File: src/link_pkg.sv
package link_pkg;

    // ====================
    // Text grid
    // ====================
    localparam int GRID_COLS = 80;
    localparam int GRID_ROWS = 30;

    typedef logic [6:0] col_t;
    typedef logic [4:0] row_t;
    typedef logic [6:0] char_t;

    // Control codes that move the cursor
    localparam char_t CHAR_CR = 7'd13;
    localparam char_t CHAR_LF = 7'd10;

    // ====================
    // FSM states
    // ====================
    typedef enum logic [1:0] {RX_IDLE, RX_START, RX_DATA, RX_STOP} rx_state_e;

    typedef enum logic [2:0] {TX_IDLE, TX_LOAD, TX_START, TX_DATA, TX_STOP} tx_state_e;

    // Outbound sources, listed in priority order
    typedef enum logic [1:0] {SRC_KEY, SRC_BTN, SRC_HOST} source_e;

endpackage

File: src/cell_if.sv
interface cell_if
    import link_pkg::*;
();

    logic  push;
    col_t  x;
    row_t  y;
    char_t ch;
    // One pulse per entry leaving the cell queue
    logic  credit;

    modport tracker (output push, output x, output y, output ch, input credit);
    modport queue (input push, input x, input y, input ch, output credit);

endinterface

File: src/cell_queue.sv
module cell_queue
    import link_pkg::*;
#(
    parameter int CELL_DEPTH = 4
) (
    input  logic  clk,
    input  logic  arst_n,
    input  logic  cell_busy,
    cell_if.queue cells,
    output logic  cell_valid,
    output col_t  cell_x,
    output row_t  cell_y,
    output char_t cell_char
);

    localparam int CELL_W = $bits(col_t) + $bits(row_t) + $bits(char_t);

    logic              empty;
    logic              accept;
    logic [CELL_W-1:0] head;

    // Credits bound the occupancy, so full is never reached by a push
    sync_fifo #(
        .WIDTH (CELL_W),
        .DEPTH (CELL_DEPTH)
    ) i_cell_fifo (
        .clk     (clk),
        .arst_n  (arst_n),
        .wr_en   (cells.push),
        .wr_data ({cells.x, cells.y, cells.ch}),
        .rd_en   (accept),
        .rd_data (head),
        .full    (),
        .empty   (empty)
    );

    assign cell_valid                    = !empty;
    assign accept                        = cell_valid && !cell_busy;
    assign {cell_x, cell_y, cell_char}   = head;

    // One credit back per transfer
    always_ff @(posedge clk or negedge arst_n) begin
        if (!arst_n) begin
            cells.credit <= 1'b0;
        end else begin
            cells.credit <= accept;
        end
    end

endmodule

File: src/cursor_tracker.sv
module cursor_tracker
    import link_pkg::*;
#(
    parameter int CELL_DEPTH = 4
) (
    input  logic       clk,
    input  logic       arst_n,
    input  logic       byte_valid,
    input  logic [7:0] byte_data,
    cell_if.tracker    cells
);

    localparam int CRW = $clog2(CELL_DEPTH + 1);

    col_t           col;
    row_t           row;
    logic [CRW-1:0] credits;
    logic           pend;
    logic [7:0]     pend_byte;
    logic           is_cr;
    logic           is_lf;

    function automatic row_t wrap_row(row_t r);
        return (r == row_t'(GRID_ROWS - 1)) ? '0 : r + 1'b1;
    endfunction

    assign is_cr = (pend_byte == {1'b0, CHAR_CR});
    assign is_lf = (pend_byte == {1'b0, CHAR_LF});

    // Printable byte goes out as soon as a credit is held
    assign cells.push = pend && !is_cr && !is_lf && (credits != '0);
    assign cells.x    = col;
    assign cells.y    = row;
    assign cells.ch   = pend_byte[6:0];

    // ====================
    // Pending byte and credits
    // ====================
    always_ff @(posedge clk or negedge arst_n) begin
        if (!arst_n) begin
            pend    <= 1'b0;
            credits <= CRW'(CELL_DEPTH);
        end else begin
            if (pend) begin
                if (is_cr || is_lf || cells.push) begin
                    pend <= 1'b0;
                end
            end else if (byte_valid) begin
                pend <= 1'b1;
            end
            if (cells.push && !cells.credit) begin
                credits <= credits - 1'b1;
            end else if (cells.credit && !cells.push) begin
                credits <= credits + 1'b1;
            end
        end
    end

    // New bytes are ignored while one waits
    always_ff @(posedge clk) begin
        if (byte_valid && !pend) begin
            pend_byte <= byte_data;
        end
    end

    // ====================
    // Cursor
    // ====================
    always_ff @(posedge clk or negedge arst_n) begin
        if (!arst_n) begin
            col <= '0;
            row <= '0;
        end else if (pend && is_cr) begin
            col <= '0;
            if (row != row_t'(GRID_ROWS - 1)) begin
                row <= row + 1'b1;
            end
        end else if (pend && is_lf) begin
            row <= wrap_row(row);
        end else if (cells.push) begin
            if (col == col_t'(GRID_COLS - 1)) begin
                col <= '0;
                row <= wrap_row(row);
            end else begin
                col <= col + 1'b1;
            end
        end
    end

endmodule

File: src/serial_rx.sv
module serial_rx
    import link_pkg::*;
#(
    parameter int CLKS_PER_BIT = 16
) (
    input  logic       clk,
    input  logic       arst_n,
    input  logic       line,
    output logic       byte_valid,
    output logic [7:0] byte_data
);

    localparam int CW = $clog2(CLKS_PER_BIT);

    logic          line_meta;
    logic          line_sync;
    rx_state_e     state;
    logic [CW-1:0] count;
    logic [2:0]    bit_idx;

    // Two-flop synchroniser for a line that idles high
    always_ff @(posedge clk or negedge arst_n) begin
        if (!arst_n) begin
            line_meta <= 1'b1;
            line_sync <= 1'b1;
        end else begin
            line_meta <= line;
            line_sync <= line_meta;
        end
    end

    always_ff @(posedge clk or negedge arst_n) begin
        if (!arst_n) begin
            state      <= RX_IDLE;
            count      <= '0;
            bit_idx    <= '0;
            byte_valid <= 1'b0;
        end else begin
            byte_valid <= 1'b0;
            case (state)
                RX_IDLE: begin
                    // Half a bit to reach the middle of the start bit
                    if (!line_sync) begin
                        count <= CW'(CLKS_PER_BIT / 2 - 1);
                        state <= RX_START;
                    end
                end
                RX_START: begin
                    if (count != '0) begin
                        count <= count - 1'b1;
                    end else if (line_sync) begin
                        // Glitch, not a real start bit
                        state <= RX_IDLE;
                    end else begin
                        count   <= CW'(CLKS_PER_BIT - 1);
                        bit_idx <= '0;
                        state   <= RX_DATA;
                    end
                end
                RX_DATA: begin
                    if (count != '0) begin
                        count <= count - 1'b1;
                    end else begin
                        count   <= CW'(CLKS_PER_BIT - 1);
                        bit_idx <= bit_idx + 1'b1;
                        if (bit_idx == 3'd7) begin
                            state <= RX_STOP;
                        end
                    end
                end
                RX_STOP: begin
                    if (count != '0) begin
                        count <= count - 1'b1;
                    end else begin
                        byte_valid <= line_sync;  // bad stop bit drops the byte
                        state      <= RX_IDLE;
                    end
                end
                default: state <= RX_IDLE;
            endcase
        end
    end

    // LSB arrives first, so shift in from the top
    always_ff @(posedge clk) begin
        if (state == RX_DATA && count == '0) begin
            byte_data <= {line_sync, byte_data[7:1]};
        end
    end

endmodule

File: src/serial_tx.sv
module serial_tx
    import link_pkg::*;
#(
    parameter int CLKS_PER_BIT = 16
) (
    input  logic  clk,
    input  logic  arst_n,
    input  logic  empty,
    input  char_t head_char,
    output logic  pop,
    output logic  line
);

    localparam int CW = $clog2(CLKS_PER_BIT);

    tx_state_e     state;
    logic [CW-1:0] count;
    logic [2:0]    bit_idx;
    logic [7:0]    shift_reg;

    // Pop one cycle before the stop bit ends so characters run back to back
    assign pop = !empty && (state == TX_IDLE || (state == TX_STOP && count == CW'(1)));

    always_ff @(posedge clk or negedge arst_n) begin
        if (!arst_n) begin
            state   <= TX_IDLE;
            count   <= '0;
            bit_idx <= '0;
            line    <= 1'b1;
        end else begin
            case (state)
                TX_IDLE: begin
                    if (pop) begin
                        state <= TX_LOAD;
                    end
                end
                TX_LOAD: begin
                    line  <= 1'b0;
                    count <= CW'(CLKS_PER_BIT - 1);
                    state <= TX_START;
                end
                TX_START: begin
                    if (count != '0) begin
                        count <= count - 1'b1;
                    end else begin
                        line    <= shift_reg[0];
                        count   <= CW'(CLKS_PER_BIT - 1);
                        bit_idx <= '0;
                        state   <= TX_DATA;
                    end
                end
                TX_DATA: begin
                    if (count != '0) begin
                        count <= count - 1'b1;
                    end else begin
                        count <= CW'(CLKS_PER_BIT - 1);
                        if (bit_idx == 3'd7) begin
                            line  <= 1'b1;
                            state <= TX_STOP;
                        end else begin
                            line    <= shift_reg[1];
                            bit_idx <= bit_idx + 1'b1;
                        end
                    end
                end
                TX_STOP: begin
                    if (pop) begin
                        state <= TX_LOAD;
                    end else if (count == '0) begin
                        state <= TX_IDLE;
                    end else begin
                        count <= count - 1'b1;
                    end
                end
                default: state <= TX_IDLE;
            endcase
        end
    end

    // Character payload with the top bit always sent as zero
    always_ff @(posedge clk) begin
        if (pop) begin
            shift_reg <= {1'b0, head_char};
        end else if (state == TX_DATA && count == '0) begin
            shift_reg <= {1'b0, shift_reg[7:1]};
        end
    end

endmodule

File: src/source_arbiter.sv
module source_arbiter
    import link_pkg::*;
(
    input  logic       clk,
    input  logic       arst_n,
    input  logic       key_valid,
    input  logic [7:0] key_code,
    input  logic       send_btn,
    input  logic [7:0] switches,
    input  logic       host_valid,
    input  logic [7:0] host_data,
    input  logic       queue_full,
    output logic       push,
    output char_t      push_char
);

    logic       key_prev;
    logic       btn_prev;
    logic       key_rise;
    logic       btn_rise;
    logic       grant_valid;
    source_e    grant;
    logic [7:0] grant_byte;

    assign key_rise = key_valid && !key_prev;
    assign btn_rise = send_btn && !btn_prev;

    // ====================
    // Fixed priority
    // ====================
    always_comb begin
        grant_valid = 1'b1;
        grant       = SRC_KEY;
        if (key_rise) begin
            grant = SRC_KEY;
        end else if (btn_rise) begin
            grant = SRC_BTN;
        end else if (host_valid) begin
            grant = SRC_HOST;
        end else begin
            grant_valid = 1'b0;
        end
    end

    always_comb begin
        case (grant)
            SRC_KEY: grant_byte = key_code;
            SRC_BTN: grant_byte = switches;
            default: grant_byte = host_data;
        endcase
    end

    always_ff @(posedge clk or negedge arst_n) begin
        if (!arst_n) begin
            key_prev <= 1'b0;
            btn_prev <= 1'b0;
            push     <= 1'b0;
        end else begin
            key_prev <= key_valid;
            btn_prev <= send_btn;
            // Event is lost when the queue has no room
            push     <= grant_valid && !queue_full;
        end
    end

    always_ff @(posedge clk) begin
        if (grant_valid) begin
            push_char <= grant_byte[6:0];
        end
    end

endmodule

File: src/sync_fifo.sv
module sync_fifo #(
    parameter int WIDTH = 8,
    parameter int DEPTH = 4
) (
    input  logic             clk,
    input  logic             arst_n,
    input  logic             wr_en,
    input  logic [WIDTH-1:0] wr_data,
    input  logic             rd_en,
    output logic [WIDTH-1:0] rd_data,
    output logic             full,
    output logic             empty
);

    localparam int AW = (DEPTH > 1) ? $clog2(DEPTH) : 1;
    localparam int NW = $clog2(DEPTH + 1);

    logic [WIDTH-1:0] mem [DEPTH];
    logic [AW-1:0]    wr_ptr;
    logic [AW-1:0]    rd_ptr;
    logic [NW-1:0]    used;
    logic             do_wr;
    logic             do_rd;

    assign do_wr   = wr_en && !full;
    assign do_rd   = rd_en && !empty;
    assign full    = (used == NW'(DEPTH));
    assign empty   = (used == '0);
    // Head entry, visible without a read cycle
    assign rd_data = mem[rd_ptr];

    always_ff @(posedge clk or negedge arst_n) begin
        if (!arst_n) begin
            wr_ptr <= '0;
            rd_ptr <= '0;
            used   <= '0;
        end else begin
            if (do_wr) begin
                wr_ptr <= (wr_ptr == AW'(DEPTH - 1)) ? '0 : wr_ptr + 1'b1;
            end
            if (do_rd) begin
                rd_ptr <= (rd_ptr == AW'(DEPTH - 1)) ? '0 : rd_ptr + 1'b1;
            end
            if (do_wr && !do_rd) begin
                used <= used + 1'b1;
            end else if (do_rd && !do_wr) begin
                used <= used - 1'b1;
            end
        end
    end

    always_ff @(posedge clk) begin
        if (do_wr) begin
            mem[wr_ptr] <= wr_data;
        end
    end

endmodule

File: src/terminal_link_top.sv
module terminal_link_top
    import link_pkg::*;
#(
    parameter int CLKS_PER_BIT = 16,
    parameter int OUT_DEPTH    = 8,
    parameter int CELL_DEPTH   = 4
) (
    input  logic       clk,
    input  logic       arst_n,
    input  logic       key_valid,
    input  logic [7:0] key_code,
    input  logic       send_btn,
    input  logic [7:0] switches,
    input  logic       host_rx,
    input  logic       peer_rx,
    input  logic       cell_busy,
    output logic       peer_tx,
    output logic       cell_valid,
    output col_t       cell_x,
    output row_t       cell_y,
    output char_t      cell_char
);

    logic       host_valid;
    logic [7:0] host_data;
    logic       peer_valid;
    logic [7:0] peer_data;
    logic       out_push;
    char_t      out_char;
    logic       out_full;
    logic       out_empty;
    logic       out_pop;
    char_t      out_head;

    cell_if cells ();

    // ====================
    // Outbound path
    // ====================
    serial_rx #(.CLKS_PER_BIT(CLKS_PER_BIT)) i_host_rx (
        .clk        (clk),
        .arst_n     (arst_n),
        .line       (host_rx),
        .byte_valid (host_valid),
        .byte_data  (host_data)
    );

    source_arbiter i_arbiter (
        .clk        (clk),
        .arst_n     (arst_n),
        .key_valid  (key_valid),
        .key_code   (key_code),
        .send_btn   (send_btn),
        .switches   (switches),
        .host_valid (host_valid),
        .host_data  (host_data),
        .queue_full (out_full),
        .push       (out_push),
        .push_char  (out_char)
    );

    sync_fifo #(.WIDTH($bits(char_t)), .DEPTH(OUT_DEPTH)) i_out_fifo (
        .clk     (clk),
        .arst_n  (arst_n),
        .wr_en   (out_push),
        .wr_data (out_char),
        .rd_en   (out_pop),
        .rd_data (out_head),
        .full    (out_full),
        .empty   (out_empty)
    );

    serial_tx #(.CLKS_PER_BIT(CLKS_PER_BIT)) i_peer_tx (
        .clk       (clk),
        .arst_n    (arst_n),
        .empty     (out_empty),
        .head_char (out_head),
        .pop       (out_pop),
        .line      (peer_tx)
    );

    // ====================
    // Inbound path
    // ====================
    serial_rx #(.CLKS_PER_BIT(CLKS_PER_BIT)) i_peer_rx (
        .clk        (clk),
        .arst_n     (arst_n),
        .line       (peer_rx),
        .byte_valid (peer_valid),
        .byte_data  (peer_data)
    );

    cursor_tracker #(.CELL_DEPTH(CELL_DEPTH)) i_tracker (
        .clk        (clk),
        .arst_n     (arst_n),
        .byte_valid (peer_valid),
        .byte_data  (peer_data),
        .cells      (cells.tracker)
    );

    cell_queue #(.CELL_DEPTH(CELL_DEPTH)) i_cell_queue (
        .clk        (clk),
        .arst_n     (arst_n),
        .cell_busy  (cell_busy),
        .cells      (cells.queue),
        .cell_valid (cell_valid),
        .cell_x     (cell_x),
        .cell_y     (cell_y),
        .cell_char  (cell_char)
    );

endmodule
File: config.mk
export PLATFORM = sky130hd
export DESIGN_NAME = terminal_link_top
export DESIGN_NICKNAME = d
export VERILOG_FILES = /design/src/link_pkg.sv /design/src/cell_if.sv /design/src/cell_queue.sv /design/src/cursor_tracker.sv /design/src/serial_rx.sv /design/src/serial_tx.sv /design/src/source_arbiter.sv /design/src/sync_fifo.sv /design/src/terminal_link_top.sv
export SDC_FILE = /design/constraint.sdc
export NUM_CORES = 1
export LEC_CHECK = 0
export BUFFER_PORTS_ARGS = -buffer_cell sky130_fd_sc_hd__buf_2
export CAP_MARGIN = 40
export CORE_ASPECT_RATIO = 0.75
export CORE_MARGIN = 5
export CORE_UTILIZATION = 33
export CTS_CLUSTER_SIZE = 14
export DETAILED_ROUTE_END_ITERATION = 7
export SYNTH_ARGS = -nofsm -noshare
export SYNTH_HDL_FRONTEND = slang
export SYNTH_SLANG_ARGS = --single-unit
File: constraint.sdc
create_clock -name clk -period 3.6 [get_ports clk]
set_clock_uncertainty 0.05 [all_clocks]
set_input_delay 0.36 -clock clk [delete_from_list [all_inputs] [get_ports clk]]
set_output_delay 0.36 -clock clk [all_outputs]
set_load 0.01 [all_outputs]
==> impl_metrics.toml, run 1 <==
[place]
dp_cells = 1135
io_buffers = 41
weighted_congestion_reported_at_the_end_of_routability_driven_placement = 0.760
postPlaceCellArea_um2 = 11400
dp.final_hpwl_um = 12700

[logic_synthesis]
synth-seq-cells = 242
synth_top_area_cell = "sky130_fd_sc_hd__edfxtp_1"
ys_top_cells_by_area = "sky130_fd_sc_hd__edfxtp_1 48%, sky130_fd_sc_hd__dfrtp_1 16%, sky130_fd_sc_hd__mux4_2 7.0%"
ys.warnings.count = 0
top_cell_type_s_share_of_synthesized_area_pct = 48.4
post_syn_area_per_cell_um2 = 15.4
syn-cell-area_um2 = 10500
ys.flop_type = "sky130_fd_sc_hd__edfxtp_1"
synthMostInstantiatedCell = "sky130_fd_sc_hd__edfxtp_1"
synth_seq_area_share_pct = 65.5
mappedNetlistNets = 750
asyncSetResetFlopFracSynth_pct = 29.8
synthesis.instances = 685
post_synth_num_cell_types = 75
most_instantiated_cells_after_synthesis = "170 x sky130_fd_sc_hd__edfxtp_1, 66 x sky130_fd_sc_hd__dfrtp_1, 44 x sky130_fd_sc_hd__inv_1"
synth_edf_count = 170

[clock_network]
cts-root-buf = "sky130_fd_sc_hd__clkbuf_16"
cts_max_path_buffers = 3
cts_tree = "built"
h_tree_depth = 1
cts_resized = 0
cts_buf_count = 26
cts.clk_slew.worst_paths_ns = 0.06
clk-insertion-delay-late_ns = 0.52
cts_num_sinks = 242

[grt]
grt_first_pass_wirelength_um = 31400
overflow = 0
number_of_antenna_violations_at_the_first_check_in_global_routing = 0
track_usage_pct = 10.7
grt_start_max_net_pins = 52
number_of_global_route_vias_before_repair = 5892

[run]
maxCapViolations = 0

[floorplan]
fp.dieH_um = 165
fp.dieArea_um2 = 35700
fp.dieW_um = 216
start_util_pct = 33.6
num_rows = 56
boundaryPins = 44
core_um2 = 31400

[routing]
drc_errors = 0
via_per_inst = 4.90
totalWireLength_um = 18800
drt_iter0_drc = 303
detail_route.wl_per_cell_um = 15.9
routed_via_count = 5819
detailedRoute.firstPassIterationCount = 5
remaining_antenna_violation_count = 0

[cells_and_area]
stdcell_count = 1188
final_standard_cell_utilization_of_the_core_pct = 39.2
finalNetCount = 827
finish.instance_area_um2 = 12300
largest_registers = "i_cell_queue.i_cell_fifo.mem (76), i_out_fifo.mem (56)"
largest-register = "i_cell_queue.i_cell_fifo.mem"
largest_reg_flops = 76
drive_gt1_share_pct = 21.1
area.growth.synth_to_final_pct = 16.7
diodes = 0

[power_and_ir_drop]
power.static_leakage_nw = 4.41
power-per-cell-area_nw_per_um2 = 659
vdd.ir_drop.worst_mv = 0.342

[critical_path]
critPathRequiredTime_ns = 4.00
worstSetupEndpoint = "i_out_fifo.used[3]"
critical-path-max-stage-delay_ns = 0.41
path_max_fanout = 4
r2r.worst_path.cells = 12
start_kind = "register"
setup.reg_to_reg.worst_slack_ns = 0.69
critPathLaunch = "i_peer_tx.count[1]"
worst-setup-path-type = "reg2reg"
timing.critical_path.slowest_stage_cell = "sky130_fd_sc_hd__or3b_1"
timing.rr.start = "i_peer_tx.count[1]"
arrival_ns = 3.30
timing.critical_path.cells = "inv_1 > ha_1 > or3b_1 > a211oi_4 > inv_1 > ha_1 > inv_1 > ha_1 > a21o_1 > a21oi_1 > mux2i_1 > xnor2_1"
endpoint_kind = "register"
r2r-end = "i_out_fifo.used[3]"

[sta]
unrepaired_setup_endpoints_after_global_routing = "no"
timing.fmax_mhz = 344
max-slew-margin-rel_pct = 39.4
tmin_final_ns = 2.91
report.final.slew_viol_count = 0
hold_slack_ns = 0.0177
finalCritPeriodShare_pct = 80.7
setup_tns_ns = 0
hold_violations = 0
finalSetupViolCount = 0
tightest_slew_ns = 0.907

[hold_path]
type_of_the_worst_min_delay_path = "in2reg"
min_delay_path_depth = 2
beginning_of_the_worst_hold_path = "cell_busy"

[outcome]
result_of_the_run = "finished clean"
layout by cell type (no fill, tap or decap), types with 4 or more instances in the layout:
cell type                         n
sky130_fd_sc_hd__a211oi_1         5
sky130_fd_sc_hd__a21oi_1         18
sky130_fd_sc_hd__a222oi_1         7
sky130_fd_sc_hd__a22o_1           6
sky130_fd_sc_hd__a22oi_1          4
sky130_fd_sc_hd__and2_1          10
sky130_fd_sc_hd__buf_2           40
sky130_fd_sc_hd__buf_4           19
sky130_fd_sc_hd__bufinv_16        4
sky130_fd_sc_hd__clkbuf_1         5
sky130_fd_sc_hd__clkbuf_16       27
sky130_fd_sc_hd__clkinv_2         6
sky130_fd_sc_hd__dfrtp_1         66
sky130_fd_sc_hd__dfstp_2          6
sky130_fd_sc_hd__dlygate4sd3_1    5
sky130_fd_sc_hd__edfxtp_1       170
sky130_fd_sc_hd__ha_1            39
sky130_fd_sc_hd__inv_1           44
sky130_fd_sc_hd__mux2_2          13
sky130_fd_sc_hd__mux2i_1         16
sky130_fd_sc_hd__mux4_2          33
sky130_fd_sc_hd__nand2_1         22
sky130_fd_sc_hd__nand2b_1         6
sky130_fd_sc_hd__nand3_1         12
sky130_fd_sc_hd__nand3b_1         4
sky130_fd_sc_hd__nand4_1          5
sky130_fd_sc_hd__nor2_1          38
sky130_fd_sc_hd__nor2b_1         12
sky130_fd_sc_hd__nor3_1          17
sky130_fd_sc_hd__nor3b_1          5
sky130_fd_sc_hd__o21ai_0         18
sky130_fd_sc_hd__o21bai_1         4
sky130_fd_sc_hd__o31ai_1          5
sky130_fd_sc_hd__or3_1            9
sky130_fd_sc_hd__xnor2_1          5
sky130_fd_sc_hd__xor2_1           4
worst max-delay path: cells and delay by family, from the launching register on:
family | cells | cell delay (ns)
AOI/OAI and AO/OA | 3 | 0.61
muxes | 1 | 0.24
and+or+nand+nor | 1 | 0.41
DFF | 1 | 0.40
adders and majority gates | 3 | 0.61
buffers and inverters | 3 | 0.37
xor gates and xnor gates | 1 | 0.13
final cells by class:
type                       count  area [um^2]
clock inverter                15          178
sequential                   242         6910
multi-input combinational    382         3380
timing repair buffer          66          448
inverter                      44          165
fill                        2920        19100
clock buffer                  33          708
tap                          406          508
how the worst min path moves through the flow:
stage / end / slack, ns
global placement: i_host_rx.line_sync / 0.30
CTS: i_cell_queue.cells.credit / 0.0002
finish: i_cell_queue.cells.credit / 0.02
floorplan: asynchronous set/reset pin / 0.01
detailed placement: i_tracker.cells.x[4] / 0.24
global route: i_cell_queue.cells.credit / 0.002
timing repair:
item	CTS	global route
buffers inserted	0	0
hold buffers	5	0
hold endpoints to repair	25	0
layer usage:
metal | track usage [%] | vias up | routed length [um]
met3 | 2.33 | 22 | 814
met4 | 2.69 | 0 | 263
met2 | 16.1 | 87 | 8210
li1 | - | 2813 | -
met5 | 0 | - | 0
met1 | 15.9 | 2897 | 9550
cell families after synthesis:
group,share of synthesized area [%]
buf+inv,2.37
fa+ha+maj,5.20
mux,10.2
compound gates,7.37
flops,65.5
xor+xnor,0.747
simple gates,8.61
power breakdown:
group          switching (W)  internal [W]  total [W]
sequential          0.000365       0.00336    0.00372
combinational       0.000837      0.000815    0.00165
clock                0.00105       0.00168    0.00273
metrics by stage:
stage | total power, W | worst slack (ns)
after floorplan | 0.00499 | 0.768
after global placement | 0.00540 | 0.740
after detailed placement | 0.00544 | 0.695
after CTS | 0.00821 | 0.678
after global routing | 0.00861 | 0.528
final | 0.00810 | 0.694
Note: power is estimated with default switching activity, not from simulation.
==> run 2, diff against run 1 <==
clock period = 2.85 ns   (was 3.6 ns; I/O delays follow)
==> run 2 against run 1 <==
Via count rose by 1.0%. Core utilization rose by 0.35 points. Critical path depth did not move. Clock power rose by 23%. Register-to-register slack got worse by 0.47 ns. Wire length rose by 2.4%. Sequential power rose by 24%. Non-clock buffer count rose by 21. Sequential share of layout area fell by 0.49 points. Cell area rose by 0.89%. Total power rose by 26%. Worst setup slack got worse by 0.47 ns. Critical path type unchanged. Largest power group unchanged.
==> impl_metrics.toml, run 2 (synthesis gave the netlist of run 1 again) <==
[cells_and_area]
area.growth.synth_to_final_pct = 17.7
final.fill_count = 2911
drive_gt1_share_pct = 22.5
diodes = 0
finalNetCount = 847
mostFrequentLayoutCells = "170 x sky130_fd_sc_hd__edfxtp_1, 65 x sky130_fd_sc_hd__dfrtp_1, 43 x sky130_fd_sc_hd__inv_1"
stdcell_count = 1206
most_frequent_standard_cell_in_the_layout_excluding_fill_and_tap_cells = "sky130_fd_sc_hd__edfxtp_1"
largest_registers = "i_cell_queue.i_cell_fifo.mem (76), i_out_fifo.mem (56)"
largest-register = "i_cell_queue.i_cell_fifo.mem"
largest_reg_flops = 76

[sta]
setup_tns_ns = 0
tightest_slew_ns = 0.879
finalSetupViolCount = 0
report.final.slew_viol_count = 0
hold_slack_ns = 0.0311
hold_violations = 0
finalCritPeriodShare_pct = 92.2
tmin_final_ns = 2.63
unrepaired_setup_endpoints_after_global_routing = "no"
max-slew-margin-rel_pct = 40.9
timing.fmax_mhz = 380

[grt]
track_usage_pct = 11.1
grt_start_max_net_pins = 73
number_of_antenna_violations_at_the_first_check_in_global_routing = 0
overflow = 0
grt_first_pass_wirelength_um = 32400
number_of_global_route_vias_before_repair = 6031

[critical_path]
worst-setup-path-type = "reg2reg"
path_max_fanout = 3
timing.critical_path.slowest_stage_cell = "sky130_fd_sc_hd__dfrtp_1"
start_kind = "register"
arrival_ns = 3.03
crit_family = "compound AO/OA/AOI/OAI gates"
critPathRequiredTime_ns = 3.25
worstSetupPathDepth = 12
r2r.worst_path.cells = 12
endpoint_kind = "register"
setup.reg_to_reg.worst_slack_ns = 0.22
cpMostUsedCell = "sky130_fd_sc_hd__ha_1"
timing.critical_path.cells = "inv_2 > ha_1 > or3b_4 > a211oi_4 > inv_1 > ha_1 > inv_1 > ha_1 > a21o_1 > a21oi_2 > mux2i_1 > xnor2_1"
critical_path.n_buffers_inverters = 3
critical-path-max-stage-delay_ns = 0.40

[floorplan]
fp.dieH_um = 165
boundaryPins = 44
start_util_pct = 33.6
fp.dieW_um = 216
num_rows = 56
fp.dieArea_um2 = 35700
core_um2 = 31400

[routing]
drt_iter0_drc = 336
via_per_inst = 4.87
drc_errors = 0
detail_route.wl_per_cell_um = 16.0
remaining_antenna_violation_count = 0
detailedRoute.firstPassIterationCount = 6
routed_via_count = 5877
totalWireLength_um = 19300

[run]
maxCapViolations = 0

[clock_network]
cts.clk_slew.worst_paths_ns = 0.06
cts_num_sinks = 242
cts_buf_count = 25
cts_max_path_buffers = 3
cts-root-buf = "sky130_fd_sc_hd__clkbuf_16"
clk-insertion-delay-late_ns = 0.52
h_tree_depth = 1
cts_tree = "built"

[power_and_ir_drop]
power-per-cell-area_nw_per_um2 = 823
power.static_leakage_nw = 4.47
vdd.ir_drop.worst_mv = 0.462

[place]
dp_cells = 1149
io_buffers = 41
dp.final_hpwl_um = 12900
weighted_congestion_reported_at_the_end_of_routability_driven_placement = 0.796

[outcome]
result_of_the_run = "finished clean"

[hold_path]
min_delay_path_depth = 3
type_of_the_worst_min_delay_path = "in2reg"
[run 2: cell types whose count changed in the layout (fill, tap and decap cells not counted), sizes merged]
cell	before	now
buf	61	75
clkbuf	33	32
clkinv	9	8
clkinvlp	1	0
dlygate4sd3	5	12
[run 2: path summary, 6_finish.rpt]
| check | from | to |
|---|---|---|
| hold reg to reg | i_peer_rx.line_meta | i_peer_rx.line_sync |
| hold / removal | key_code[1] | i_arbiter.push_char[1] |
| max in group asynchronous | arst_n | i_host_rx.line_sync |
| setup / recovery | i_peer_tx.count[1] | i_out_fifo.used[3] |
| min in group asynchronous | arst_n | i_tracker.cells.x[5] |
| setup reg to reg | i_peer_tx.count[1] | i_out_fifo.used[3] |
[run 2: area by class of cell]
type / instances / area (um^2) / share of cell area, %
Tap cell: 406 / 508 / 4.09
Sequential cell: 242 / 6920 / 55.7
Timing Repair Buffer: 87 / 596 / 4.80
Clock buffer: 32 / 672 / 5.41
Clock inverter: 13 / 169 / 1.36
Multi-Input combinational cell: 382 / 3390 / 27.3
Inverter: 44 / 165 / 1.33
[run 2: metal layers]
metal | track usage [%] | part of all wire (%) | wire, um
met1 | 16.5 | 51 | 9820
met2 | 16.9 | 43 | 8330
met3 | 2.31 | 4.3 | 830
met4 | 2.63 | 1.6 | 308
met5 | 0 | 0 | 0
[run 2: through the flow]
step	area, um^2	power (W)	util (%)	worst slack (ns)
after floorplan	10500	0.00630	-	0.0176
after global placement	11400	0.00688	36.5	0.137
after detailed placement	11400	0.00692	36.5	0.113
after CTS	12400	0.0104	39.5	0.0321
after global routing	12400	0.0109	39.6	0.0195
final	12400	0.0102	39.6	0.222
[run 2: timing repair]
item | CTS | global route
buffers inserted | 0 | 0
resized for setup | 0 | 4
hold buffers | 12 | 0
hold endpoints to repair | 74 | 0
setup endpoints to repair | 0 | 12
[run 2: worst register-to-register path: cells and delay by family (launching register included)]
family	cells	cell delay [ns]
buffers and inverters	3	0.23
AOI/OAI and AO/OA	3	0.57
and+or+nand+nor	1	0.40
adders and majority gates	3	0.56
muxes	1	0.23
DFF	1	0.40
xor gates and xnor gates	1	0.13
[run 2: report_power, final]
| part | internal [W] | leakage (nW) | switching (W) |
|---|---|---|---|
| Combinational | 0.00109 | 1.69 | 0.00117 |
| Sequential | 0.00424 | 2.37 | 0.000361 |
| Clock | 0.00203 | 0.414 | 0.00133 |
| Total | 0.00736 | 4.47 | 0.00286 |
